### config.mk
export PLATFORM = sky130hd
export DESIGN_NAME = alu_top
export DESIGN_NICKNAME = d
export VERILOG_FILES = /design/src/verilog/alu_pkg.sv /design/src/verilog/alu_req_if.sv /design/src/verilog/alu_ctrl_if.sv /design/src/verilog/alu_operand_capture.sv /design/src/verilog/alu_sequencer.sv /design/src/verilog/alu_datapath.sv /design/src/verilog/alu_result_buffer.sv /design/src/verilog/alu_top.sv
export SDC_FILE = /design/constraint.sdc
export NUM_CORES = 1
export LEC_CHECK = 0
export BUFFER_PORTS_ARGS = -buffer_cell sky130_fd_sc_hd__buf_4
export CAP_MARGIN = 10
export CORE_UTILIZATION = 60
export DETAILED_ROUTE_END_ITERATION = 7
export PLACE_DENSITY = 0.91
export SETUP_SLACK_MARGIN = 0.1
export SLEW_MARGIN = 5
export SYNTH_ARGS = -nofsm -noshare
export SYNTH_HDL_FRONTEND = slang
export SYNTH_HIERARCHICAL = 1
export SYNTH_SLANG_ARGS = --single-unit
### constraint.sdc
create_clock -name clk -period 5.5 [get_ports clk]
set_input_delay 0.275 -clock clk [delete_from_list [all_inputs] [get_ports clk]]
set_output_delay 0.275 -clock clk [all_outputs]
set_load 0.01 [all_outputs]
### src/verilog/alu_pkg.sv
/*
 * Shared definitions for the iterative arithmetic unit
 * Operand and counter widths, payload types, operation code
 */

`default_nettype none

package alu_pkg;

  // Operand and result width
  localparam int DATA_WIDTH = 16;

  // Iteration counter counting DATA_WIDTH-1 down to 0
  localparam int COUNT_WIDTH = 4;

  // One operand or result
  typedef logic [DATA_WIDTH-1:0] data_t;

  // Double width register for the shift-add and long-division loops
  typedef logic [2*DATA_WIDTH-1:0] wide_t;

  // Operation select as seen on the input port
  typedef enum logic [1:0] {
    OP_ADD = 2'd0,  // a + b
    OP_SUB = 2'd1,  // a - b
    OP_MUL = 2'd2,  // low half of a * b
    OP_DIV = 2'd3   // quotient of a / b
  } alu_op_e;

endpackage

`default_nettype wire

### src/verilog/alu_req_if.sv
/*
 * Request bundle from operand capture to the processing core
 * Captured operands, operation, sign mode, start pulse
 */

`default_nettype none

interface alu_req_if;

  logic             start;      // One cycle, after acceptance
  alu_pkg::data_t   a;          // Held until the next acceptance
  alu_pkg::data_t   b;
  alu_pkg::alu_op_e op;
  logic             is_signed;
  logic             div_zero;   // Division with b == 0
  logic             quot_neg;   // Signed division, operand signs differ

  // Producer side
  modport capture (output start, a, b, op, is_signed, div_zero, quot_neg);

  // Sequencer and datapath side
  modport core (input start, a, b, op, is_signed, div_zero, quot_neg);

endinterface

`default_nettype wire

### src/verilog/alu_ctrl_if.sv
/*
 * Per-cycle datapath commands from the sequencer
 * Operand status flags coming back from the datapath
 */

`default_nettype none

interface alu_ctrl_if;

  // Commands, each one applies at the next rising edge
  logic load;      // Load A and B, clear result
  logic do_add;    // result = a + b
  logic do_sub;    // result = a - b
  logic flip_a;    // Negate A if negative
  logic flip_b;    // Negate B if negative
  logic do_mul;    // One shift-add step
  logic do_div;    // One long-division step
  logic fix_sign;  // Negate the quotient

  // Status back from the datapath
  logic a_neg;     // Sign bit of the A operand
  logic b_neg;     // Sign bit of the B operand
  logic mul_bit;   // Current multiplier LSB

  modport seq (
    output load, do_add, do_sub, flip_a, flip_b, do_mul, do_div, fix_sign,
    input  a_neg, b_neg, mul_bit
  );

  modport dp (
    input  load, do_add, do_sub, flip_a, flip_b, do_mul, do_div, fix_sign,
    output a_neg, b_neg, mul_bit
  );

endinterface

`default_nettype wire

### src/verilog/alu_operand_capture.sv
/*
 * Input side of the arithmetic unit
 * Valid/ready handshake, operand registers, start pulse,
 * divide-by-zero and quotient sign detection
 */

`default_nettype none

module alu_operand_capture (
  input  wire logic             clk,
  input  wire logic             rst_n,
  input  wire alu_pkg::data_t   i_a,
  input  wire alu_pkg::data_t   i_b,
  input  wire alu_pkg::alu_op_e i_op,
  input  wire logic             i_signed,
  input  wire logic             i_valid,
  input  wire logic             i_release,  // Result taken downstream
  output logic                  o_ready,
  alu_req_if.capture            req
);

  logic busy_q;  // One operation in flight
  logic accept;

  assign o_ready = !busy_q;
  assign accept  = i_valid && !busy_q;

  // Busy from acceptance until the result buffer lets go
  always_ff @(posedge clk or negedge rst_n) begin
    if (!rst_n) begin
      busy_q    <= 1'b0;
      req.start <= 1'b0;
    end else begin
      req.start <= accept;  // Kicks off the sequencer
      if (accept) begin
        busy_q <= 1'b1;
      end else if (i_release) begin
        busy_q <= 1'b0;
      end
    end
  end

  // Operand snapshot, stays put until next acceptance
  always_ff @(posedge clk) begin
    if (accept) begin
      req.a         <= i_a;
      req.b         <= i_b;
      req.op        <= i_op;
      req.is_signed <= i_signed;
      req.div_zero  <= (i_op == alu_pkg::OP_DIV) && (i_b == '0);
      // Quotient gets negated later when signs differ
      req.quot_neg  <= i_signed && (i_op == alu_pkg::OP_DIV) &&
                       (i_a[alu_pkg::DATA_WIDTH-1] ^ i_b[alu_pkg::DATA_WIDTH-1]);
    end
  end

endmodule

`default_nettype wire

### src/verilog/alu_sequencer.sv
/*
 * Operation sequencer
 * FSM that issues one datapath command per cycle, plus the
 * iteration counter for the multiply and divide loops
 */

`default_nettype none

module alu_sequencer (
  input  wire logic clk,
  input  wire logic rst_n,
  alu_req_if.core   req,
  alu_ctrl_if.seq   ctrl,
  output logic      o_done,        // One cycle, result is ready
  output logic      o_done_error   // Qualifies o_done, divide by zero
);

  typedef logic [alu_pkg::COUNT_WIDTH-1:0] count_t;

  typedef enum logic [3:0] {
    IDLE,
    LOAD,
    ADD,
    SUB,
    MUL,
    FLIP_A,
    FLIP_B,
    DIV,
    FIX_SIGN,
    DONE
  } seq_state_e;

  seq_state_e state_q;
  seq_state_e state_d;
  count_t     cnt_q;
  logic       last_step;  // Final loop iteration

  assign last_step = (cnt_q == '0);

  // Next state
  always_comb begin
    state_d = state_q;
    case (state_q)
      IDLE: begin
        if (req.start) begin
          if (req.div_zero) begin
            state_d = DONE;  // Nothing to compute
          end else begin
            case (req.op)
              alu_pkg::OP_ADD: state_d = ADD;
              alu_pkg::OP_SUB: state_d = SUB;
              default:         state_d = LOAD;  // MUL and DIV need the wide regs
            endcase
          end
        end
      end
      LOAD: begin
        if (req.op == alu_pkg::OP_MUL) begin
          state_d = MUL;
        end else begin
          state_d = req.is_signed ? FLIP_A : DIV;  // Unsigned skips the flips
        end
      end
      ADD, SUB: state_d = DONE;
      MUL:      state_d = last_step ? DONE : MUL;
      FLIP_A:   state_d = FLIP_B;
      FLIP_B:   state_d = DIV;
      DIV: begin
        if (last_step) begin
          state_d = req.is_signed ? FIX_SIGN : DONE;
        end
      end
      FIX_SIGN: state_d = DONE;
      DONE:     state_d = IDLE;
      default:  state_d = IDLE;
    endcase
  end

  always_ff @(posedge clk or negedge rst_n) begin
    if (!rst_n) begin
      state_q <= IDLE;
      cnt_q   <= count_t'(alu_pkg::DATA_WIDTH - 1);
    end else begin
      state_q <= state_d;
      if ((state_q == MUL) || (state_q == DIV)) begin
        cnt_q <= cnt_q - 1'b1;
      end else begin
        cnt_q <= count_t'(alu_pkg::DATA_WIDTH - 1);  // Rearm outside the loops
      end
    end
  end

  // Commands decoded from state only
  assign ctrl.load     = (state_q == LOAD);
  assign ctrl.do_add   = (state_q == ADD);
  assign ctrl.do_sub   = (state_q == SUB);
  assign ctrl.do_mul   = (state_q == MUL);
  assign ctrl.flip_a   = (state_q == FLIP_A);
  assign ctrl.flip_b   = (state_q == FLIP_B);
  assign ctrl.do_div   = (state_q == DIV);
  assign ctrl.fix_sign = (state_q == FIX_SIGN) && req.quot_neg;  // Idle slot otherwise

  assign o_done       = (state_q == DONE);
  assign o_done_error = (state_q == DONE) && req.div_zero;

endmodule

`default_nettype wire

### src/verilog/alu_datapath.sv
/*
 * Arithmetic datapath around one shared adder
 * A, B and result registers, add/sub, negation,
 * shift-and-add multiply and restoring division steps
 */

`default_nettype none

module alu_datapath (
  input  wire logic      clk,
  input  wire logic      rst_n,
  alu_req_if.core        req,      // Only a and b are read
  alu_ctrl_if.dp         ctrl,
  output alu_pkg::data_t o_result
);

  localparam int W = alu_pkg::DATA_WIDTH;

  alu_pkg::wide_t a_q;     // {remainder, dividend} or multiplier
  alu_pkg::data_t b_q;     // Divisor or shifting multiplicand
  alu_pkg::data_t res_q;   // Result, product or quotient

  // Shared adder, x + (inv ? ~y : y) + inv
  alu_pkg::data_t add_x;
  alu_pkg::data_t add_y;
  logic           add_inv;
  logic [W:0]     add_sum;  // Carry out on top
  logic           divides;  // Trial subtract did not borrow

  assign add_sum = {1'b0, add_x} + {1'b0, (add_inv ? ~add_y : add_y)} + {{W{1'b0}}, add_inv};

  // Shifted remainder may reach 17 bits; the top bit set always fits
  assign divides = add_sum[W] | a_q[2*W-1];

  assign ctrl.a_neg   = a_q[W-1];
  assign ctrl.b_neg   = b_q[W-1];
  assign ctrl.mul_bit = a_q[0];

  // Adder operand select
  always_comb begin
    add_x   = '0;
    add_y   = '0;
    add_inv = 1'b0;
    if (ctrl.do_add) begin
      add_x = req.a;
      add_y = req.b;
    end else if (ctrl.do_sub) begin
      add_x   = req.a;
      add_y   = req.b;
      add_inv = 1'b1;
    end else if (ctrl.flip_a) begin
      add_y   = a_q[W-1:0];  // 0 - a
      add_inv = 1'b1;
    end else if (ctrl.flip_b) begin
      add_y   = b_q;         // 0 - b
      add_inv = 1'b1;
    end else if (ctrl.do_mul) begin
      add_x = res_q;         // Accumulate partial product
      add_y = b_q;
    end else if (ctrl.do_div) begin
      add_x   = a_q[2*W-2:W-1];  // Remainder after the left shift
      add_y   = b_q;
      add_inv = 1'b1;
    end else if (ctrl.fix_sign) begin
      add_y   = res_q;       // 0 - quotient
      add_inv = 1'b1;
    end
  end

  always_ff @(posedge clk or negedge rst_n) begin
    if (!rst_n) begin
      a_q   <= '0;
      b_q   <= '0;
      res_q <= '0;
    end else begin
      if (ctrl.load) begin
        a_q   <= {{W{1'b0}}, req.a};  // Zero upper half
        b_q   <= req.b;
        res_q <= '0;
      end else if (ctrl.do_add || ctrl.do_sub) begin
        res_q <= add_sum[W-1:0];  // Wraps modulo 2^W
      end else if (ctrl.flip_a) begin
        if (ctrl.a_neg) a_q[W-1:0] <= add_sum[W-1:0];
      end else if (ctrl.flip_b) begin
        if (ctrl.b_neg) b_q <= add_sum[W-1:0];
      end else if (ctrl.do_mul) begin
        if (ctrl.mul_bit) res_q <= add_sum[W-1:0];
        a_q[W-1:0] <= {1'b0, a_q[W-1:1]};  // Next multiplier bit
        b_q        <= {b_q[W-2:0], 1'b0};  // Multiplicand weight x2
      end else if (ctrl.do_div) begin
        if (divides) begin
          a_q <= {add_sum[W-1:0], a_q[W-2:0], 1'b0};  // Keep difference
        end else begin
          a_q <= {a_q[2*W-2:0], 1'b0};  // Restore, shift only
        end
        res_q <= {res_q[W-2:0], divides};  // Quotient bit in
      end else if (ctrl.fix_sign) begin
        res_q <= add_sum[W-1:0];
      end
    end
  end

  assign o_result = res_q;

endmodule

`default_nettype wire

### src/verilog/alu_result_buffer.sv
/*
 * Output side of the arithmetic unit
 * Result and error holding registers, valid/ready handshake,
 * release pulse back to operand capture
 */

`default_nettype none

module alu_result_buffer (
  input  wire logic            clk,
  input  wire logic            rst_n,
  input  wire logic            i_done,
  input  wire logic            i_done_error,
  input  wire alu_pkg::data_t  i_result,
  input  wire logic            i_result_ready,
  output alu_pkg::data_t       o_result,
  output logic                 o_error,
  output logic                 o_result_valid,
  output logic                 o_release       // Handshake completes this cycle
);

  logic           valid_q;
  logic           error_q;
  alu_pkg::data_t result_q;

  // Handshake done when both sides agree
  assign o_release = valid_q && i_result_ready;

  always_ff @(posedge clk or negedge rst_n) begin
    if (!rst_n) begin
      valid_q <= 1'b0;
      error_q <= 1'b0;
    end else if (i_done) begin
      valid_q <= 1'b1;
      error_q <= i_done_error;
    end else if (o_release) begin
      valid_q <= 1'b0;  // Error flag just goes stale
    end
  end

  // Error result defined as zero
  always_ff @(posedge clk) begin
    if (i_done) begin
      result_q <= i_done_error ? '0 : i_result;
    end
  end

  assign o_result       = result_q;
  assign o_error        = error_q;
  assign o_result_valid = valid_q;

endmodule

`default_nettype wire

### src/verilog/alu_top.sv
/*
 * Top level of the multi-cycle 16-bit arithmetic unit
 * Capture, sequencer, datapath and result buffer hookup
 */

`default_nettype none

module alu_top (
  input  wire logic             clk,
  input  wire logic             rst_n,
  input  wire alu_pkg::data_t   i_a,
  input  wire alu_pkg::data_t   i_b,
  input  wire alu_pkg::alu_op_e i_op,
  input  wire logic             i_signed,
  input  wire logic             i_valid,
  output logic                  o_ready,
  output alu_pkg::data_t        o_result,
  output logic                  o_error,
  output logic                  o_result_valid,
  input  wire logic             i_result_ready
);

  alu_req_if  req ();
  alu_ctrl_if ctrl ();

  logic           done;
  logic           done_error;
  logic           release_pulse;
  alu_pkg::data_t dp_result;  // Raw datapath result

  alu_operand_capture u_capture (
    .clk       (clk),
    .rst_n     (rst_n),
    .i_a       (i_a),
    .i_b       (i_b),
    .i_op      (i_op),
    .i_signed  (i_signed),
    .i_valid   (i_valid),
    .i_release (release_pulse),
    .o_ready   (o_ready),
    .req       (req.capture)
  );

  alu_sequencer u_sequencer (
    .clk          (clk),
    .rst_n        (rst_n),
    .req          (req.core),
    .ctrl         (ctrl.seq),
    .o_done       (done),
    .o_done_error (done_error)
  );

  alu_datapath u_datapath (
    .clk      (clk),
    .rst_n    (rst_n),
    .req      (req.core),
    .ctrl     (ctrl.dp),
    .o_result (dp_result)
  );

  alu_result_buffer u_result_buffer (
    .clk            (clk),
    .rst_n          (rst_n),
    .i_done         (done),
    .i_done_error   (done_error),
    .i_result       (dp_result),
    .i_result_ready (i_result_ready),
    .o_result       (o_result),
    .o_error        (o_error),
    .o_result_valid (o_result_valid),
    .o_release      (release_pulse)
  );

endmodule

`default_nettype wire

==> impl_metrics.py, run 1 <==
metrics = {
    "setup_path": {
        "critPathArrivalTime_ns": 5.46,
        "r2r_end": "u_datapath/b_q[13]$_DFFE_PN0P_",
        "crit_required_ns": 5.84,
        "crit_type": "flop to flop",
        "crit_fanout": 13,
        "startpoint_type": "flop",
        "reg2regPathDepth": 19,
        "rr_startpoint": "u_sequencer/state_q[3]$_DFFE_PN0P_",
        "end_kind": "flop",
        "rrSetupSlack_ns": 0.38,
    },
    "cells_and_area": {
        "diodes": 0,
        "num-nets-final": 925,
        "syn2layout_area_growth_pct": 17.48,
        "post_route_cells_drive_above_1_share": 0.1746,
        "seq_area_sq_mm": 0.003498,
        "final_common_cell": "buf_4",
        "multi_input_area_sq_mm": 0.003931,
        "most-common-layout-cells": "86 x buf_4, 84 x nand2_1, 76 x a21oi_1, 72 x dfrtp_1, 60 x nor2_1",
        "fillers": 906,
    },
    "routing": {
        "wl_met2_um": 10500,
        "via_per_inst": 6.686,
        "drt-wirelength-per-cell_um": 21.37,
        "drt-initial-drc-count": 1013,
        "vias": 7047,
        "highest_layer": "met4",
        "postRouteWirelength_um": 22520,
        "route.met3.wl_um": 2675,
        "drc": 12,
        "ant_nets": 0,
        "drt-met1-wl_um": 8683,
        "drtPass1Iterations": 8,
    },
    "floorplan": {
        "die_x_um": 115.5,
        "ios": 58,
        "rows": 41,
        "die_y_um": 115.5,
        "die_area_sq_mm": 0.01334,
        "core-area_sq_mm": 0.01257,
        "start_util": 0.6150,
    },
    "sta": {
        "skew_ns": 0.007748,
        "finalMaxSlewViolations": 0,
        "fin_crit_sh": 0.9314,
        "period_needed_ns": 5.123,
        "setup-tns-final_ns": 0,
        "fmax_mhz": 195.2,
        "worst_pin_slew_ns": 1.254,
        "finalHoldViolations": 0,
        "slew_headroom": 0.1640,
        "setup_violations": 0,
        "rsz0062_at_grt": "no",
    },
    "cts": {
        "clk_latency_ns": 0.43,
        "cts_tree": "yes",
        "cts_made_buffers": 17,
        "clk_transition_reported_paths_ns": 0.06,
        "cts_root_buf": "clkbuf_16",
        "h-tree-depth": 4,
        "cts_buffer_depth": 2,
        "cts.sinks": 129,
    },
    "synth": {
        "synth_seq_cells": 129,
        "synthArstFlopShare": 0.5891,
        "ys_types": 71,
        "yosysWarningCount": 6,
        "synth_ff_type": "dfrtp_1",
        "synth-seq-area-share": 0.4526,
        "avgSynthCellArea_sq_um": 9.438,
        "synth_edf_count": 53,
        "netlist_instances": 819,
        "netlist_area_sq_mm": 0.007730,
        "syn_nets": 875,
    },
    "run_status": {
        "status": "finished, violations left",
        "violations": "DRC",
    },
    "global_routing": {
        "overflow": 0,
        "grt_pass1_wl_um": 34990,
        "grt_use_total": 0.3544,
        "grt_start_max_net_pins": 77,
        "grt_pass1_vias": 6536,
        "grt_antenna_before_repair": 0,
    },
    "place": {
        "dp_hpwl_um": 15530,
        "numPortBuffers": 57,
        "place.gp.congestion": 0.9708,
    },
    "worst_hold_path": {
        "hold_path.class": "input port to async pin",
    },
    "job": {
        "cap_viol_max_count": 0,
    },
}
==> timing repair <==
action	4_1_cts	5_1_grt
gates resized for setup	0	2
setup endpoints to repair	0	18
endpoints found under the hold margin	2	0
hold buffers	2	0
buffers inserted	0	5
==> per-layer routing <==
metal | global-route usage | up-vias
met1 | 0.4677 | 3325
met2 | 0.5513 | 515
met5 | 0 | -
met4 | 0.1619 | 0
met3 | 0.09153 | 67
li1 | - | 3140
==> flip-flops by register name (all words and copies together) (netlist names), 2 cells and up <==
register and flops:
u_datapath/o_result 16, u_sequencer/cnt_q 4, u_capture/req.b 16, u_sequencer/state_q 4
u_datapath/a_q 32, u_datapath/b_q 16, u_capture/req.op 2, u_capture/req.a 16
u_result_buffer/o_result 16
==> worst max-delay path by stage <==
stage,startpoint,slack (ns),end,cells past startpoint
finish,u_sequencer/state_q[3]$_DFFE_PN0P_,0.38,u_datapath/b_q[13]$_DFFE_PN0P_,19
global route,u_sequencer/state_q[1]$_DFFE_PN0P_,0.14,u_datapath/o_result[13]$_DFFE_PN0P_,18
CTS,u_sequencer/state_q[1]$_DFFE_PN0P_,0.26,u_datapath/a_q[26]$_DFFE_PN0P_,18
detailed placement,u_sequencer/state_q[1]$_DFFE_PN0P_,0.28,u_datapath/a_q[26]$_DFFE_PN0P_,18
global placement,u_sequencer/state_q[1]$_DFFE_PN0P_,0.46,u_datapath/a_q[13]$_DFFE_PN0P_,18
floorplan,u_sequencer/state_q[0]$_DFFE_PN0P_,0.92,u_datapath/a_q[16]$_DFFE_PN0P_,20
==> cell families (layout without fill, tap and decap cells) <==
logic type / count (synthesis) / after routing / synth area share
multiplexers: 39 / 39 / 0.05325
adder cells (fa/ha/maj): 17 / 17 / 0.02849
AO/OA/AOI/OAI: 265 / 265 / 0.2276
flip-flops: 129 / 129 / 0.4526
AND/OR/NAND/NOR: 247 / 247 / 0.1552
XOR/XNOR: 33 / 33 / 0.03739
buffers and inverters: 89 / 152 / 0.04548
==> final cells by class <==
class                   instances  share of cell area
clock inverters                14             0.02080
flip-flops and latches        129              0.3852
well taps                     172             0.02370
repair buffers                 90             0.07771
clock buffers                  18             0.04726
inverters                      30             0.01240
multi-input cells             601              0.4329
==> synth_stat cells, types with 15 or more instances <==
master | instances | share of area
nor2_1 | 62 | 0.030
mux2i_1 | 25 | 0.032
xnor2_1 | 17 | 0.019
nand2_1 | 84 | 0.041
a222oi_1 | 27 | 0.035
o21ai_0 | 54 | 0.035
ha_1 | 16 | 0.026
dfrtp_1 | 72 | 0.23
inv_1 | 29 | 0.014
clkbuf_1 | 45 | 0.022
a211oi_1 | 18 | 0.017
nor2b_1 | 18 | 0.015
a21oi_1 | 77 | 0.050
edfxtp_1 | 53 | 0.21
xor2_1 | 16 | 0.018
nand3_1 | 22 | 0.014
nor3_1 | 15 | 0.0097
==> worst max-delay path, cell delays in order (launching register included) <==
cell,delay [ns]
dfrtp_1,0.37
buf_4,0.19
nor4b_4,0.38
buf_4,0.24
or3_1,0.40
buf_4,0.22
nand2_1,0.05
a21oi_1,0.13
a21oi_1,0.05
o21ai_0,0.25
xor2_1,0.12
ha_1,0.45
nand2_1,0.15
nor3_1,0.46
inv_1,0.10
o311ai_1,0.43
o211ai_1,0.21
xnor2_1,0.47
nand2_1,0.12
a31oi_1,0.23
==> per-stage QoR <==
| stage | hold slack [ns] | std cells | worst slack (ns) | area [sq um] | utilization |
|---|---|---|---|---|---|
| 2_1_floorplan | -0.02059 | 819 | 0.9162 | 7730 | - |
| 3_3_place_gp | 0.4373 | 1015 | 0.4607 | 8398 | 0.6682 |
| 3_5_place_dp | 0.4425 | 1015 | 0.2770 | 8398 | 0.6682 |
| 4_1_cts | 0.001008 | 1049 | 0.2568 | 9036 | 0.7190 |
| 5_1_grt | 0.008947 | 1054 | 0.1350 | 9081 | 0.7225 |
| 6_report | 0.01377 | 1054 | 0.3774 | 9081 | 0.7225 |
Power of run 1 is not shown: default switching activity piles up to over one toggle a cycle in this logic, so the estimate is an artifact.
==> run 2, diff against run 1 <==
--- a/config.mk
+++ b/config.mk
@@ -9,6 +9,7 @@
 export CAP_MARGIN = 10
 export CORE_UTILIZATION = 60
 export DETAILED_ROUTE_END_ITERATION = 7
+export MAX_ROUTING_LAYER = met4
 export PLACE_DENSITY = 0.91
 export SETUP_SLACK_MARGIN = 0.1
 export SLEW_MARGIN = 5
==> impl_metrics.py, run 2 (synthesis results as in run 1) <==
metrics = {
    "run_status": {
        "status": "finished, violations left",
        "violations": "DRC",
    },
    "floorplan": {
        "core-area_sq_mm": 0.01257,
        "die_y_um": 115.5,
        "start_util": 0.6150,
        "die_x_um": 115.5,
        "rows": 41,
        "die_area_sq_mm": 0.01334,
        "ios": 58,
    },
    "cts": {
        "cts_made_buffers": 17,
        "cts_root_buf": "clkbuf_16",
        "clk_transition_reported_paths_ns": 0.06,
        "cts_hold_buf": 0,
        "h-tree-depth": 4,
        "cts_tree": "yes",
        "clk_latency_ns": 0.43,
        "cts.sinks": 129,
        "cts_buffer_depth": 2,
    },
    "cells_and_area": {
        "largest_register_ffs": 32,
        "syn2layout_area_growth_pct": 17.38,
        "most-common-layout-cells": "84 x nand2_1, 80 x buf_4, 76 x a21oi_1, 72 x dfrtp_1, 61 x nor2_1",
        "largest-register": "u_datapath/a_q",
        "post_route_cells_drive_above_1_share": 0.1703,
        "final_common_cell": "nand2_1",
        "diodes": 0,
        "num-nets-final": 918,
    },
    "setup_path": {
        "crit_type": "flop to flop",
        "end_kind": "flop",
        "rrSetupSlack_ns": 0.55,
        "crit_required_ns": 5.86,
        "startpoint_type": "flop",
        "crit_fanout": 13,
        "critPathArrivalTime_ns": 5.31,
    },
    "global_routing": {
        "overflow": 0,
        "grt_pass1_vias": 6364,
        "grt_antenna_before_repair": 0,
        "grt_start_max_net_pins": 77,
        "grt_use_total": 0.3498,
        "grt_pass1_wl_um": 33870,
    },
    "sta": {
        "worst_pin_slew_ns": 1.179,
        "fin_crit_sh": 0.9002,
        "setup-tns-final_ns": 0,
        "rsz0062_at_grt": "no",
        "skew_ns": 0.005752,
        "period_needed_ns": 4.951,
        "finalHoldViolations": 0,
        "slew_headroom": 0.2141,
        "fmax_mhz": 202.0,
        "setup_violations": 0,
        "finalMaxSlewViolations": 0,
    },
    "place": {
        "place.gp.congestion": 1.008,
        "dp_hpwl_um": 14920,
        "numPortBuffers": 57,
    },
    "routing": {
        "drc": 11,
        "drtPass1Iterations": 8,
        "ant_nets": 0,
        "vias": 7027,
        "drt-initial-drc-count": 1002,
        "postRouteWirelength_um": 21550,
        "via_per_inst": 6.712,
        "drt-wirelength-per-cell_um": 20.59,
    },
    "job": {
        "cap_viol_max_count": 0,
    },
    "worst_hold_path": {
        "hold_path.class": "input port to async pin",
    },
}
-- run 2: changes by cell type in the layout (fill, tap and decap cells not counted), sizes merged --
cell | before | now
clkinv | 5 | 6
clkinvlp | 5 | 1
clkbuf | 18 | 20
dlygate4sd3 | 2 | 0
buf | 88 | 83
bufinv | 4 | 5
-- run 2: through the flow --
step | hold WS (ns) | cells | worst slack [ns] | utilization | instance area, sq um
2_1_floorplan | -0.02059 | 819 | 0.9162 | - | 7730
3_3_place_gp | 0.4355 | 1011 | 0.3957 | 0.6658 | 8368
3_5_place_dp | 0.4463 | 1011 | 0.1841 | 0.6658 | 8368
4_1_cts | 0.008118 | 1043 | 0.1427 | 0.7178 | 9021
5_1_grt | 0.005022 | 1047 | 0.3102 | 0.7220 | 9074
6_report | 0.0006940 | 1047 | 0.5487 | 0.7220 | 9074
-- run 2: per-layer routing --
metal / vias up / share of wire / GRT usage
li1: 3125 / - / -
met1: 3317 / 0.40 / 0.4689
met2: 516 / 0.45 / 0.5150
met3: 69 / 0.12 / 0.08316
met4: 0 / 0.027 / 0.1342
met5: - / 0 / -
-- run 2: final cells by class --
cell class              count  area, sq um
flip-flops and latches    129         3498
clock buffers              20        446.7
inverters                  30        112.6
fillers                   910         3495
clock inverters            12        206.4
well taps                 172        215.2
repair buffers             83        660.6
multi-input cells         601         3934
-- run 2: repair_timing --
| item | 4_1_cts | 5_1_grt |
|---|---|---|
| endpoints found under the setup margin | 0 | 20 |
| resized for setup | 0 | 2 |
| buffers inserted | 0 | 4 |
-- run 2: path summary, 6_finish.rpt --
kind / start / to / cells after the start
worst max-delay path: u_sequencer/state_q[2]$_DFFE_PN0P_ / u_datapath/a_q[13]$_DFFE_PN0P_ / 18
worst min-delay path: rst_n / u_datapath/b_q[15]$_DFFE_PN0P_ / 1
worst max register to register: u_sequencer/state_q[2]$_DFFE_PN0P_ / u_datapath/a_q[13]$_DFFE_PN0P_ / 18
worst min register to register: u_sequencer/cnt_q[0]$_DFF_PN1_ / u_sequencer/cnt_q[0]$_DFF_PN1_ / 1
max in group asynchronous: rst_n / u_datapath/o_result[9]$_DFFE_PN0P_ / 1
min in group clk: i_a[10] / u_capture/req.a[10]$_DFFE_PP_ / 1
-- run 2: critical path, cell delays in order (launching register included) --
cell	delay, ns
dfrtp_1	0.53
nand2b_2	0.20
nor2_1	0.09
nor3_2	0.61
buf_4	0.26
nand3_1	0.09
a21oi_1	0.17
a21oi_1	0.06
o21ai_0	0.27
xor2_1	0.11
ha_1	0.46
nand2_1	0.15
nor3_1	0.37
inv_1	0.09
o311ai_1	0.31
o211ai_1	0.20
xnor2_1	0.51
a222oi_1	0.18
a21oi_1	0.19
Power of run 2 is left out for the same reason.
